$ cat src/logic/core_pkg.sv
// ~~~~~~~~~~~~~~~~~~~~~~~~~~~~~~~~~~~~~~~~~~~~~~~~~~~~~~~~~~~~~~~~~~~~
// shared widths, opcodes, enums and bus structs of the RV32I core
// ~~~~~~~~~~~~~~~~~~~~~~~~~~~~~~~~~~~~~~~~~~~~~~~~~~~~~~~~~~~~~~~~~~~~
`default_nettype none

package core_pkg;

    localparam int xlen = 32;

    typedef logic [xlen-1:0] word_t;
    typedef logic [4:0]      reg_addr_t;

    localparam word_t reset_pc = 32'h0000_0000;  // first fetch address

    // major opcodes, inst[6:0]
    localparam logic [6:0] op_lui     = 7'b0110111;
    localparam logic [6:0] op_auipc   = 7'b0010111;
    localparam logic [6:0] op_jal     = 7'b1101111;
    localparam logic [6:0] op_jalr    = 7'b1100111;
    localparam logic [6:0] op_branch  = 7'b1100011;
    localparam logic [6:0] op_load    = 7'b0000011;
    localparam logic [6:0] op_store   = 7'b0100011;
    localparam logic [6:0] op_alu_imm = 7'b0010011;
    localparam logic [6:0] op_alu_reg = 7'b0110011;

    // instruction format
    typedef enum logic [2:0] {
        kind_r,
        kind_i,
        kind_s,
        kind_b,
        kind_u,
        kind_j,
        kind_n  // unknown opcode
    } inst_kind_t;

    typedef enum logic [3:0] {
        alu_add,
        alu_sub,
        alu_sll,
        alu_slt,
        alu_sltu,
        alu_xor,
        alu_srl,
        alu_sra,
        alu_or,
        alu_and
    } alu_op_t;

    typedef struct packed {
        logic [6:0] opcode;
        logic [2:0] funct3;
        reg_addr_t  rd;
        reg_addr_t  rs1;
        reg_addr_t  rs2;
        word_t      imm;        // sign-extended for its format
        inst_kind_t kind;
        alu_op_t    alu_op;
        logic       is_load;
        logic       is_store;
        logic       writes_rd;
    } decode_t;

    // data port request, wdata unshifted and mask low-aligned
    typedef struct packed {
        word_t      addr;
        word_t      wdata;
        logic [3:0] wmask;
        logic       re;
        logic       we;
    } dmem_req_t;

    typedef struct packed {
        logic      valid;
        word_t     pc;
        reg_addr_t rd;
        logic      rd_we;
        word_t     rd_data;
    } retire_t;

endpackage

`default_nettype wire
$ cat src/logic/core_top.sv
// ~~~~~~~~~~~~~~~~~~~~~~~~~~~~~~~~~~~~~~~~~~~~~~~~~~~~~~~~~~~~~~~~~~~~
// core top level, wires control, decode, registers, execute and LSU
// ~~~~~~~~~~~~~~~~~~~~~~~~~~~~~~~~~~~~~~~~~~~~~~~~~~~~~~~~~~~~~~~~~~~~
`timescale 1ns/1ns
`default_nettype none

module core_top #(
    parameter int num_regs = 32
) (
    input  logic               clk,
    input  logic               reset,
    output core_pkg::word_t    imem_addr,
    output logic               imem_re,
    input  core_pkg::word_t    imem_data,
    output core_pkg::dmem_req_t dmem_req,
    input  core_pkg::word_t    dmem_rdata,
    output core_pkg::retire_t  retire
);

    core_pkg::word_t   pc;
    core_pkg::word_t   inst;
    core_pkg::decode_t dec;
    core_pkg::word_t   rs1_data, rs2_data;
    core_pkg::word_t   alu_result, ex_result;
    logic              jump_en;
    core_pkg::word_t   jump_target;
    core_pkg::word_t   load_data;
    logic              mem_phase;
    logic              rd_we;
    core_pkg::word_t   rd_wdata;

    core_control core_control_i (
        .clk        (clk),
        .reset      (reset),
        .imem_data  (imem_data),
        .dec        (dec),
        .jump_en    (jump_en),
        .jump_target(jump_target),
        .ex_result  (ex_result),
        .load_data  (load_data),
        .imem_addr  (imem_addr),
        .imem_re    (imem_re),
        .pc         (pc),
        .inst       (inst),
        .mem_phase  (mem_phase),
        .rd_we      (rd_we),
        .rd_wdata   (rd_wdata),
        .retire     (retire)
    );

    inst_decoder inst_decoder_i (
        .inst(inst),
        .dec (dec)
    );

    reg_file #(
        .num_regs(num_regs)
    ) reg_file_i (
        .clk     (clk),
        .reset   (reset),
        .rs1     (dec.rs1),
        .rs2     (dec.rs2),
        .rs1_data(rs1_data),
        .rs2_data(rs2_data),
        .we      (rd_we),
        .rd      (dec.rd),     // held in the instruction register through writeback
        .wdata   (rd_wdata)
    );

    exec_unit exec_unit_i (
        .dec        (dec),
        .pc         (pc),
        .rs1_data   (rs1_data),
        .rs2_data   (rs2_data),
        .alu_result (alu_result),
        .ex_result  (ex_result),
        .jump_en    (jump_en),
        .jump_target(jump_target)
    );

    load_store_unit load_store_unit_i (
        .clk       (clk),
        .reset     (reset),
        .dec       (dec),
        .mem_phase (mem_phase),
        .addr      (alu_result),  // rs1 + imm
        .store_data(rs2_data),
        .dmem_rdata(dmem_rdata),
        .dmem_req  (dmem_req),
        .load_data (load_data)
    );

endmodule

`default_nettype wire

$ cat src/logic/core_control.sv
// ~~~~~~~~~~~~~~~~~~~~~~~~~~~~~~~~~~~~~~~~~~~~~~~~~~~~~~~~~~~~~~~~~~~~
// control FSM with pc, instruction register, writeback and retire
// ~~~~~~~~~~~~~~~~~~~~~~~~~~~~~~~~~~~~~~~~~~~~~~~~~~~~~~~~~~~~~~~~~~~~
`timescale 1ns/1ns
`default_nettype none

module core_control (
    input  logic              clk,
    input  logic              reset,
    input  core_pkg::word_t   imem_data,
    input  core_pkg::decode_t dec,
    input  logic              jump_en,
    input  core_pkg::word_t   jump_target,
    input  core_pkg::word_t   ex_result,
    input  core_pkg::word_t   load_data,
    output core_pkg::word_t   imem_addr,
    output logic              imem_re,
    output core_pkg::word_t   pc,
    output core_pkg::word_t   inst,
    output logic              mem_phase,
    output logic              rd_we,
    output core_pkg::word_t   rd_wdata,
    output core_pkg::retire_t retire
);

    typedef enum logic [2:0] {
        st_fetch,
        st_decode,
        st_execute,
        st_mem,
        st_writeback
    } state_t;

    state_t          state, next_state;
    core_pkg::word_t next_pc;

    always_comb begin
        next_state = state;
        case (state)
            st_fetch:     next_state = st_decode;
            st_decode:    next_state = st_execute;
            st_execute:   next_state = (dec.is_load || dec.is_store) ? st_mem : st_writeback;
            st_mem:       next_state = st_writeback;
            st_writeback: next_state = st_fetch;
            default:      next_state = st_fetch;
        endcase
    end

    always_ff @(posedge clk) begin
        if (reset) begin
            state <= st_fetch;
        end else begin
            state <= next_state;
        end
    end

    assign next_pc = jump_en ? jump_target : pc + 32'd4;

    always_ff @(posedge clk) begin
        if (reset) begin
            pc <= core_pkg::reset_pc;
        end else if (state == st_writeback) begin
            pc <= next_pc;
        end
    end

    // fetched word arrives the cycle after imem_re
    always_ff @(posedge clk) begin
        if (state == st_decode) begin
            inst <= imem_data;
        end
    end

    assign imem_addr = pc;
    assign imem_re   = (state == st_fetch);
    assign mem_phase = (state == st_mem);

    // x0 writes are dropped here so retire reports them too
    assign rd_we    = (state == st_writeback) && dec.writes_rd && (dec.rd != 5'd0);
    assign rd_wdata = dec.is_load ? load_data : ex_result;

    always_comb begin
        retire.valid   = (state == st_writeback);
        retire.pc      = pc;
        retire.rd      = dec.rd;
        retire.rd_we   = rd_we;
        retire.rd_data = rd_wdata;
    end

endmodule

`default_nettype wire

$ cat src/logic/load_store_unit.sv
// ~~~~~~~~~~~~~~~~~~~~~~~~~~~~~~~~~~~~~~~~~~~~~~~~~~~~~~~~~~~~~~~~~~~~
// data port requests and load data extension
// ~~~~~~~~~~~~~~~~~~~~~~~~~~~~~~~~~~~~~~~~~~~~~~~~~~~~~~~~~~~~~~~~~~~~
`timescale 1ns/1ns
`default_nettype none

module load_store_unit (
    input  logic                clk,
    input  logic                reset,
    input  core_pkg::decode_t   dec,
    input  logic                mem_phase,
    input  core_pkg::word_t     addr,
    input  core_pkg::word_t     store_data,
    input  core_pkg::word_t     dmem_rdata,
    output core_pkg::dmem_req_t dmem_req,
    output core_pkg::word_t     load_data
);

    logic       load_pending;  // data on dmem_rdata this cycle
    logic [2:0] load_size;

    always_comb begin
        dmem_req.addr  = addr;
        dmem_req.wdata = store_data;  // unshifted, byte 0 first
        case (dec.funct3[1:0])
            2'b00:   dmem_req.wmask = 4'h1;
            2'b01:   dmem_req.wmask = 4'h3;
            default: dmem_req.wmask = 4'hF;
        endcase
        dmem_req.re = mem_phase && dec.is_load;
        dmem_req.we = mem_phase && dec.is_store;
    end

    // the answer comes one cycle after the request
    always_ff @(posedge clk) begin
        if (reset) begin
            load_pending <= 1'b0;
        end else begin
            load_pending <= dmem_req.re;
        end
    end

    always_ff @(posedge clk) begin
        if (dmem_req.re) begin
            load_size <= dec.funct3;
        end
    end

    always_comb begin
        load_data = '0;
        if (load_pending) begin
            case (load_size)
                3'b000:  load_data = {{24{dmem_rdata[7]}}, dmem_rdata[7:0]};    // lb
                3'b001:  load_data = {{16{dmem_rdata[15]}}, dmem_rdata[15:0]};  // lh
                3'b100:  load_data = {24'b0, dmem_rdata[7:0]};                  // lbu
                3'b101:  load_data = {16'b0, dmem_rdata[15:0]};                 // lhu
                default: load_data = dmem_rdata;                                // lw
            endcase
        end
    end

endmodule

`default_nettype wire

$ cat src/logic/exec_unit.sv
// ~~~~~~~~~~~~~~~~~~~~~~~~~~~~~~~~~~~~~~~~~~~~~~~~~~~~~~~~~~~~~~~~~~~~
// operand select, ALU, branch compare, jump target and link value
// ~~~~~~~~~~~~~~~~~~~~~~~~~~~~~~~~~~~~~~~~~~~~~~~~~~~~~~~~~~~~~~~~~~~~
`timescale 1ns/1ns
`default_nettype none

module exec_unit (
    input  core_pkg::decode_t dec,
    input  core_pkg::word_t   pc,
    input  core_pkg::word_t   rs1_data,
    input  core_pkg::word_t   rs2_data,
    output core_pkg::word_t   alu_result,
    output core_pkg::word_t   ex_result,
    output logic              jump_en,
    output core_pkg::word_t   jump_target
);

    core_pkg::word_t alu_a, alu_b;
    logic [4:0]      shamt;
    logic            is_jal, is_jalr;
    logic            take_branch;

    assign is_jal  = (dec.opcode == core_pkg::op_jal);
    assign is_jalr = (dec.opcode == core_pkg::op_jalr);

    always_comb begin
        if (dec.opcode == core_pkg::op_auipc || is_jal || dec.kind == core_pkg::kind_b) begin
            alu_a = pc;
        end else if (dec.opcode == core_pkg::op_lui) begin
            alu_a = '0;
        end else begin
            alu_a = rs1_data;
        end
        alu_b = (dec.kind == core_pkg::kind_r) ? rs2_data : dec.imm;
    end

    assign shamt = alu_b[4:0];

    always_comb begin
        case (dec.alu_op)
            core_pkg::alu_sub:  alu_result = alu_a - alu_b;
            core_pkg::alu_sll:  alu_result = alu_a << shamt;
            core_pkg::alu_slt:  alu_result = {31'b0, $signed(alu_a) < $signed(alu_b)};
            core_pkg::alu_sltu: alu_result = {31'b0, alu_a < alu_b};
            core_pkg::alu_xor:  alu_result = alu_a ^ alu_b;
            core_pkg::alu_srl:  alu_result = alu_a >> shamt;
            core_pkg::alu_sra:  alu_result = $unsigned($signed(alu_a) >>> shamt);
            core_pkg::alu_or:   alu_result = alu_a | alu_b;
            core_pkg::alu_and:  alu_result = alu_a & alu_b;
            default:            alu_result = alu_a + alu_b;
        endcase
    end

    // compare always on the register values
    always_comb begin
        case (dec.funct3)
            3'b000:  take_branch = (rs1_data == rs2_data);                   // beq
            3'b001:  take_branch = (rs1_data != rs2_data);                   // bne
            3'b100:  take_branch = ($signed(rs1_data) < $signed(rs2_data));  // blt
            3'b101:  take_branch = ($signed(rs1_data) >= $signed(rs2_data)); // bge
            3'b110:  take_branch = (rs1_data < rs2_data);                    // bltu
            3'b111:  take_branch = (rs1_data >= rs2_data);                   // bgeu
            default: take_branch = 1'b0;
        endcase
    end

    assign jump_en     = is_jal || is_jalr || (dec.kind == core_pkg::kind_b && take_branch);
    assign jump_target = is_jalr ? {alu_result[31:1], 1'b0} : alu_result;
    assign ex_result   = (is_jal || is_jalr) ? pc + 32'd4 : alu_result;  // link value

endmodule

`default_nettype wire

$ cat src/logic/reg_file.sv
// ~~~~~~~~~~~~~~~~~~~~~~~~~~~~~~~~~~~~~~~~~~~~~~~~~~~~~~~~~~~~~~~~~~~~
// general registers, two read ports and one write port
// ~~~~~~~~~~~~~~~~~~~~~~~~~~~~~~~~~~~~~~~~~~~~~~~~~~~~~~~~~~~~~~~~~~~~
`timescale 1ns/1ns
`default_nettype none

module reg_file #(
    parameter int num_regs = 32
) (
    input  logic                clk,
    input  logic                reset,
    input  core_pkg::reg_addr_t rs1,
    input  core_pkg::reg_addr_t rs2,
    output core_pkg::word_t     rs1_data,
    output core_pkg::word_t     rs2_data,
    input  logic                we,
    input  core_pkg::reg_addr_t rd,
    input  core_pkg::word_t     wdata
);

    localparam int idx_w = $clog2(num_regs);

    core_pkg::word_t regs [num_regs];

    always_ff @(posedge clk) begin
        if (reset) begin
            for (int i = 0; i < num_regs; i++) begin
                regs[i] <= '0;
            end
        end else if (we && rd != 5'd0 && rd < num_regs) begin
            regs[rd[idx_w-1:0]] <= wdata;
        end
    end

    // x0 and indices past the array read as zero
    assign rs1_data = (rs1 == 5'd0 || rs1 >= num_regs) ? '0 : regs[rs1[idx_w-1:0]];
    assign rs2_data = (rs2 == 5'd0 || rs2 >= num_regs) ? '0 : regs[rs2[idx_w-1:0]];

endmodule

`default_nettype wire

$ cat src/logic/inst_decoder.sv
// ~~~~~~~~~~~~~~~~~~~~~~~~~~~~~~~~~~~~~~~~~~~~~~~~~~~~~~~~~~~~~~~~~~~~
// RV32I decoder, fields, format, immediate and ALU operation
// ~~~~~~~~~~~~~~~~~~~~~~~~~~~~~~~~~~~~~~~~~~~~~~~~~~~~~~~~~~~~~~~~~~~~
`timescale 1ns/1ns
`default_nettype none

module inst_decoder (
    input  core_pkg::word_t   inst,
    output core_pkg::decode_t dec
);

    logic [6:0] opcode;
    logic [2:0] funct3;
    logic       alt;      // funct7[5] selects sub and sra

    assign opcode = inst[6:0];
    assign funct3 = inst[14:12];
    assign alt    = inst[30];

    always_comb begin
        dec.opcode = opcode;
        dec.funct3 = funct3;
        dec.rd     = inst[11:7];
        dec.rs1    = inst[19:15];
        dec.rs2    = inst[24:20];

        case (opcode)
            core_pkg::op_alu_reg:                     dec.kind = core_pkg::kind_r;
            core_pkg::op_alu_imm, core_pkg::op_load,
            core_pkg::op_jalr:                        dec.kind = core_pkg::kind_i;
            core_pkg::op_store:                       dec.kind = core_pkg::kind_s;
            core_pkg::op_branch:                      dec.kind = core_pkg::kind_b;
            core_pkg::op_lui, core_pkg::op_auipc:     dec.kind = core_pkg::kind_u;
            core_pkg::op_jal:                         dec.kind = core_pkg::kind_j;
            default:                                  dec.kind = core_pkg::kind_n;
        endcase

        case (dec.kind)
            core_pkg::kind_i: dec.imm = {{20{inst[31]}}, inst[31:20]};
            core_pkg::kind_s: dec.imm = {{20{inst[31]}}, inst[31:25], inst[11:7]};
            core_pkg::kind_b: dec.imm = {{20{inst[31]}}, inst[7], inst[30:25], inst[11:8], 1'b0};
            core_pkg::kind_u: dec.imm = {inst[31:12], 12'b0};
            core_pkg::kind_j: dec.imm = {{12{inst[31]}}, inst[19:12], inst[20], inst[30:21], 1'b0};
            default:          dec.imm = '0;
        endcase

        dec.alu_op = core_pkg::alu_add;  // address and link arithmetic
        if (opcode == core_pkg::op_alu_imm || opcode == core_pkg::op_alu_reg) begin
            case (funct3)
                3'b000: dec.alu_op = (opcode == core_pkg::op_alu_reg && alt) ?
                                     core_pkg::alu_sub : core_pkg::alu_add;
                3'b001: dec.alu_op = core_pkg::alu_sll;
                3'b010: dec.alu_op = core_pkg::alu_slt;
                3'b011: dec.alu_op = core_pkg::alu_sltu;
                3'b100: dec.alu_op = core_pkg::alu_xor;
                3'b101: dec.alu_op = alt ? core_pkg::alu_sra : core_pkg::alu_srl;
                3'b110: dec.alu_op = core_pkg::alu_or;
                default: dec.alu_op = core_pkg::alu_and;
            endcase
        end

        dec.is_load   = (opcode == core_pkg::op_load);
        dec.is_store  = (opcode == core_pkg::op_store);
        dec.writes_rd = (dec.kind == core_pkg::kind_r) || (dec.kind == core_pkg::kind_u)
                     || (dec.kind == core_pkg::kind_j) || (opcode == core_pkg::op_jalr)
                     || (opcode == core_pkg::op_load) || (opcode == core_pkg::op_alu_imm);
    end

endmodule

`default_nettype wire

$ cat config.mk
export PLATFORM = sky130hd
export DESIGN_NAME = core_top
export DESIGN_NICKNAME = d
export VERILOG_FILES = /design/src/logic/core_pkg.sv /design/src/logic/core_top.sv /design/src/logic/core_control.sv /design/src/logic/load_store_unit.sv /design/src/logic/exec_unit.sv /design/src/logic/reg_file.sv /design/src/logic/inst_decoder.sv
export SDC_FILE = /design/constraint.sdc
export NUM_CORES = 2
export LEC_CHECK = 0
export BUFFER_PORTS_ARGS = -buffer_cell sky130_fd_sc_hd__buf_2
export CORE_ASPECT_RATIO = 1.4
export CORE_MARGIN = 2
export CORE_UTILIZATION = 35
export DETAILED_ROUTE_END_ITERATION = 12
export SLEW_MARGIN = 20
export SYNTH_ARGS = -nofsm -noshare
export SYNTH_HDL_FRONTEND = slang
export SYNTH_HIERARCHICAL = 1
export SYNTH_SLANG_ARGS = --single-unit
$ cat constraint.sdc
create_clock -name clk -period 19.5 [get_ports clk]
set_input_delay 3.9 -clock clk [delete_from_list [all_inputs] [get_ports clk]]
set_output_delay 3.9 -clock clk [all_outputs]
set_load 0.01 [all_outputs]
==> out/metrics.csv <==
stage,metric,value,unit
sta,final slew viol count,0,
synth,combinational family with the most area after synthesis,multiplexers,
synth,number of synthesized flops with an enable pin,1059,
final_layout,share of layout cells above drive strength 1,23.1,%
synth,Mapped Area,75100,µm²
detailed_routing,Iteration-0 DRC Markers,7281,
setup_path,Critical Path Fanout Max,53,
placement,dpl cells,9086,
pwr,maximum VDD drop,0.0000786,V
floorplan,core area,214000,µm²
detailed_routing,antenna-violating nets left,0,
setup_path,Worst setup SP type,flop,
synth,Synth Area in Simple Gates,16.3,%
detailed_routing,total number of vias,60800,
synth,sequential share of the synthesized area,43.3,%
pwr,Pleak,29.9,nW
setup_path,FF-to-FF path depth,21,
pwr,power per cell area,82.3,nW/µm²
cts,clock sinks,1095,
global_route,GRT Resource Usage Total,32.1,%
placement,# port buffers,238,
floorplan,I/O pins,240,
cts,Clock Latency Late Sink,0.77,ns
detailed_routing,Routed wire per std cell,38.2,µm
sta,Fin. Hold Viols,0,
synth,cell count after synthesis,6536,
global_route,largest net degree at the start of global routing,116,
setup_path,r2r startpoint,core_control_i/inst[22],
cts,CTS Buf Count,105,
global_route,first-pass GRT wire length,493,mm
synth,post-synthesis mux area share,18.7,%
synth,Synth Area in Compound Gates,12.0,%
floorplan,Die H,552,µm
cts,post-CTS setup buffers,0,
synth,mean post-synth cell area,11.5,µm²
final_layout,filler cell count,20500,
synth,Yosys top cell area share,42.3,%
floorplan,Die X-Extent,396,µm
final_layout,"Cell Count, Final, Fillers Out",9331,
sta,Final min period,15.43,ns
final_layout,nets,6555,
worst_hold_path,hold path endpoint,core_control_i/state[1],
setup_path,Setup Crit Path Kind,flop to output port,
synth,Area contributors post-synth,"edfxtp_1, mux4_2, and2_1",
synth,most frequent cell after synthesis,edfxtp_1,
synth,Seq cells post-synth,1095,
worst_hold_path,worst hold-check path type,flop to flop,
setup_path,crit path DAT,11.53,ns
synth,"area leader, netlist",edfxtp_1,
setup_path,Setup crit end kind,output port,
sta,final worst path period share,79.1,%
detailed_routing,Residual DRC,0,
synth,Post-synth top flop,edfxtp_1,
sta,RSZ-0062 raised after global routing,false,
outcome,status,completed,
global_route,vias in the first global route,59800,
flow_run,max cap viols,0,
global_route,gr ovfl total,0,
floorplan,Initial Utilization,35.1,%
cts,Resize count post-CTS,0,
global_route,antenna violations before repair,45,
synth,xor and xnor area share after synthesis,0.501,%
floorplan,num rows,201,
sta,final setup violation count,0,
synth,synth unique cells,123,
floorplan,Die Area,218000,µm²
sta,Layout Skew,0.0408,ns
cts,clock root cell,clkbuf_16,
synth,leading cell types by count after synthesis,"edfxtp_1, and2_1, mux4_2, clkbuf_1, nand2_1",
cts,Hold Buf Count CTS,0,
setup_path,WP data required,15.60,ns
cts,H-tree levels,3,
sta,setup_tns,0,ns
cts,Max Buffers Root-to-Sink,3,
detailed_routing,Post-Route WL,356,mm
cts,clk slew on worst S/H paths,0.07,ns
synth,Synth Area in Adders,2.25,%
detailed_routing,drt first pass iters,8,
sta,Max Clk Rate,64.8,MHz
detailed_routing,vias per cell,6.52,
synth,synth warn,6,
worst_hold_path,Worst Hold Path Cells,1,
setup_path,R2R setup slack,8.54,ns
placement,DP HPWL,251,mm
cts,CTS tree,done,
placement,RD Place Congestion,1.09,
final_layout,synth-to-layout area growth,8.77,%
worst_hold_path,Worst Min Path Start,core_control_i/state[2],
sta,slew margin rel.,9.85,%
sta,worst-margin pin slew,1.35,ns
setup_path,worst r2r dst,reg_file_i/regs[26][20],
synth,ys async rst share,0,%
==> final cells by class <==
class	instances	area (µm²)	share of cell area, %
Multi-Input combinational cell	4473	38000	46.5
Sequential cell	1095	32500	39.8
Tap cell	2842	3560	4.35
Timing Repair Buffer	537	3510	4.30
Clock buffer	124	2700	3.30
Clock inverter	74	817	1.00
Inverter	143	537	0.657
Antenna cell	43	108	0.132
==> flip-flops by register name, indices dropped and copies added, names as in the netlist <==
signal,count
core_control_i/state,3
reg_file_i/regs,1024
core_control_i/inst,32
load_store_unit_i/load_size,3
load_store_unit_i/load_pending,1
core_control_i/imem_addr,32
==> through the flow <==
stage	setup WS [ns]	hold slack, ns	power, W	utilization [%]	instance area [µm²]
3_3_place_gp	5.51	0.569	0.00449	36.5	77900
5_1_grt	3.53	0.615	0.00687	38.2	81600
6_report	4.07	0.593	0.00672	38.2	81700
3_5_place_dp	5.40	0.586	0.00451	36.5	78000
2_1_floorplan	8.05	0.505	0.00384	-	75200
4_1_cts	4.60	0.602	0.00664	38.1	81500
==> worst max-delay path: stages, from the launching register on <==
cell and delay (ns):
edfxtp_1 0.82, buf_4 0.68, buf_4 0.78, or3b_2 0.82, buf_4 0.39, o22ai_1 0.23
a2111oi_1 0.12, nor3_1 0.56, mux2_2 0.87, inv_2 0.50, ha_1 0.38, o21ai_0 0.37
nand3_1 0.16, a221oi_1 0.71, a2111o_1 0.72, nand2_1 0.35, a311oi_1 0.66, a211oi_1 0.19
o21ai_1 0.28, mux2_2 0.21, mux2_2 0.60, buf_2 0.27
==> per-layer routing <==
layer	up-vias	global-route usage [%]	wire length [µm]
met3	1411	8.14	32600
met2	4258	53.1	171000
met1	30900	34.3	116000
li1	24300	-	-
met4	8	27.0	36700
met5	-	0.0220	87
==> power breakdown <==
group	internal, W	total (W)	switching (W)
combinational	0.000562	0.00184	0.00127
clock	0.00118	0.00216	0.000982
sequential	0.00266	0.00272	0.0000604
total	0.00441	0.00672	0.00232
==> worst max path at each step <==
stage	start	slack, ns	end
after CTS	core_control_i/inst[22]	4.60	retire[0]
after floorplan	core_control_i/inst[6]	8.05	retire[30]
after global placement	core_control_i/inst[22]	5.51	retire[20]
after detailed placement	core_control_i/inst[22]	5.40	retire[0]
after global routing	core_control_i/inst[22]	3.53	retire[0]
final	core_control_i/inst[22]	4.07	retire[20]
==> cell families after synthesis <==
logic type,count (synthesis)
adders and majority gates,134
xor gates and xnor gates,43
AOI/OAI and AO/OA,1280
and+or+nand+nor,2181
buffers and inverters,999
muxes,802
other,2
DFF,1095
==> placed cells by master, fill, tap and decap left out, types with 47 or more instances in the layout <==
cell type / instances
edfxtp_1: 1059
and2_1: 1014
mux4_2: 473
buf_4: 292
nand2_1: 281
nor2_1: 244
buf_2: 237
a21oi_1: 236
mux2i_1: 223
o21ai_0: 184
o22ai_1: 149
nand3_1: 149
inv_1: 138
ha_1: 132
clkbuf_16: 105
mux2_2: 102
nor3_1: 100
a211oi_1: 78
a22o_1: 59
a21o_1: 57
or2_2: 47
nand4_1: 47
a31oi_1: 47
No activity file was read; power rests on OpenSTA's default activity.
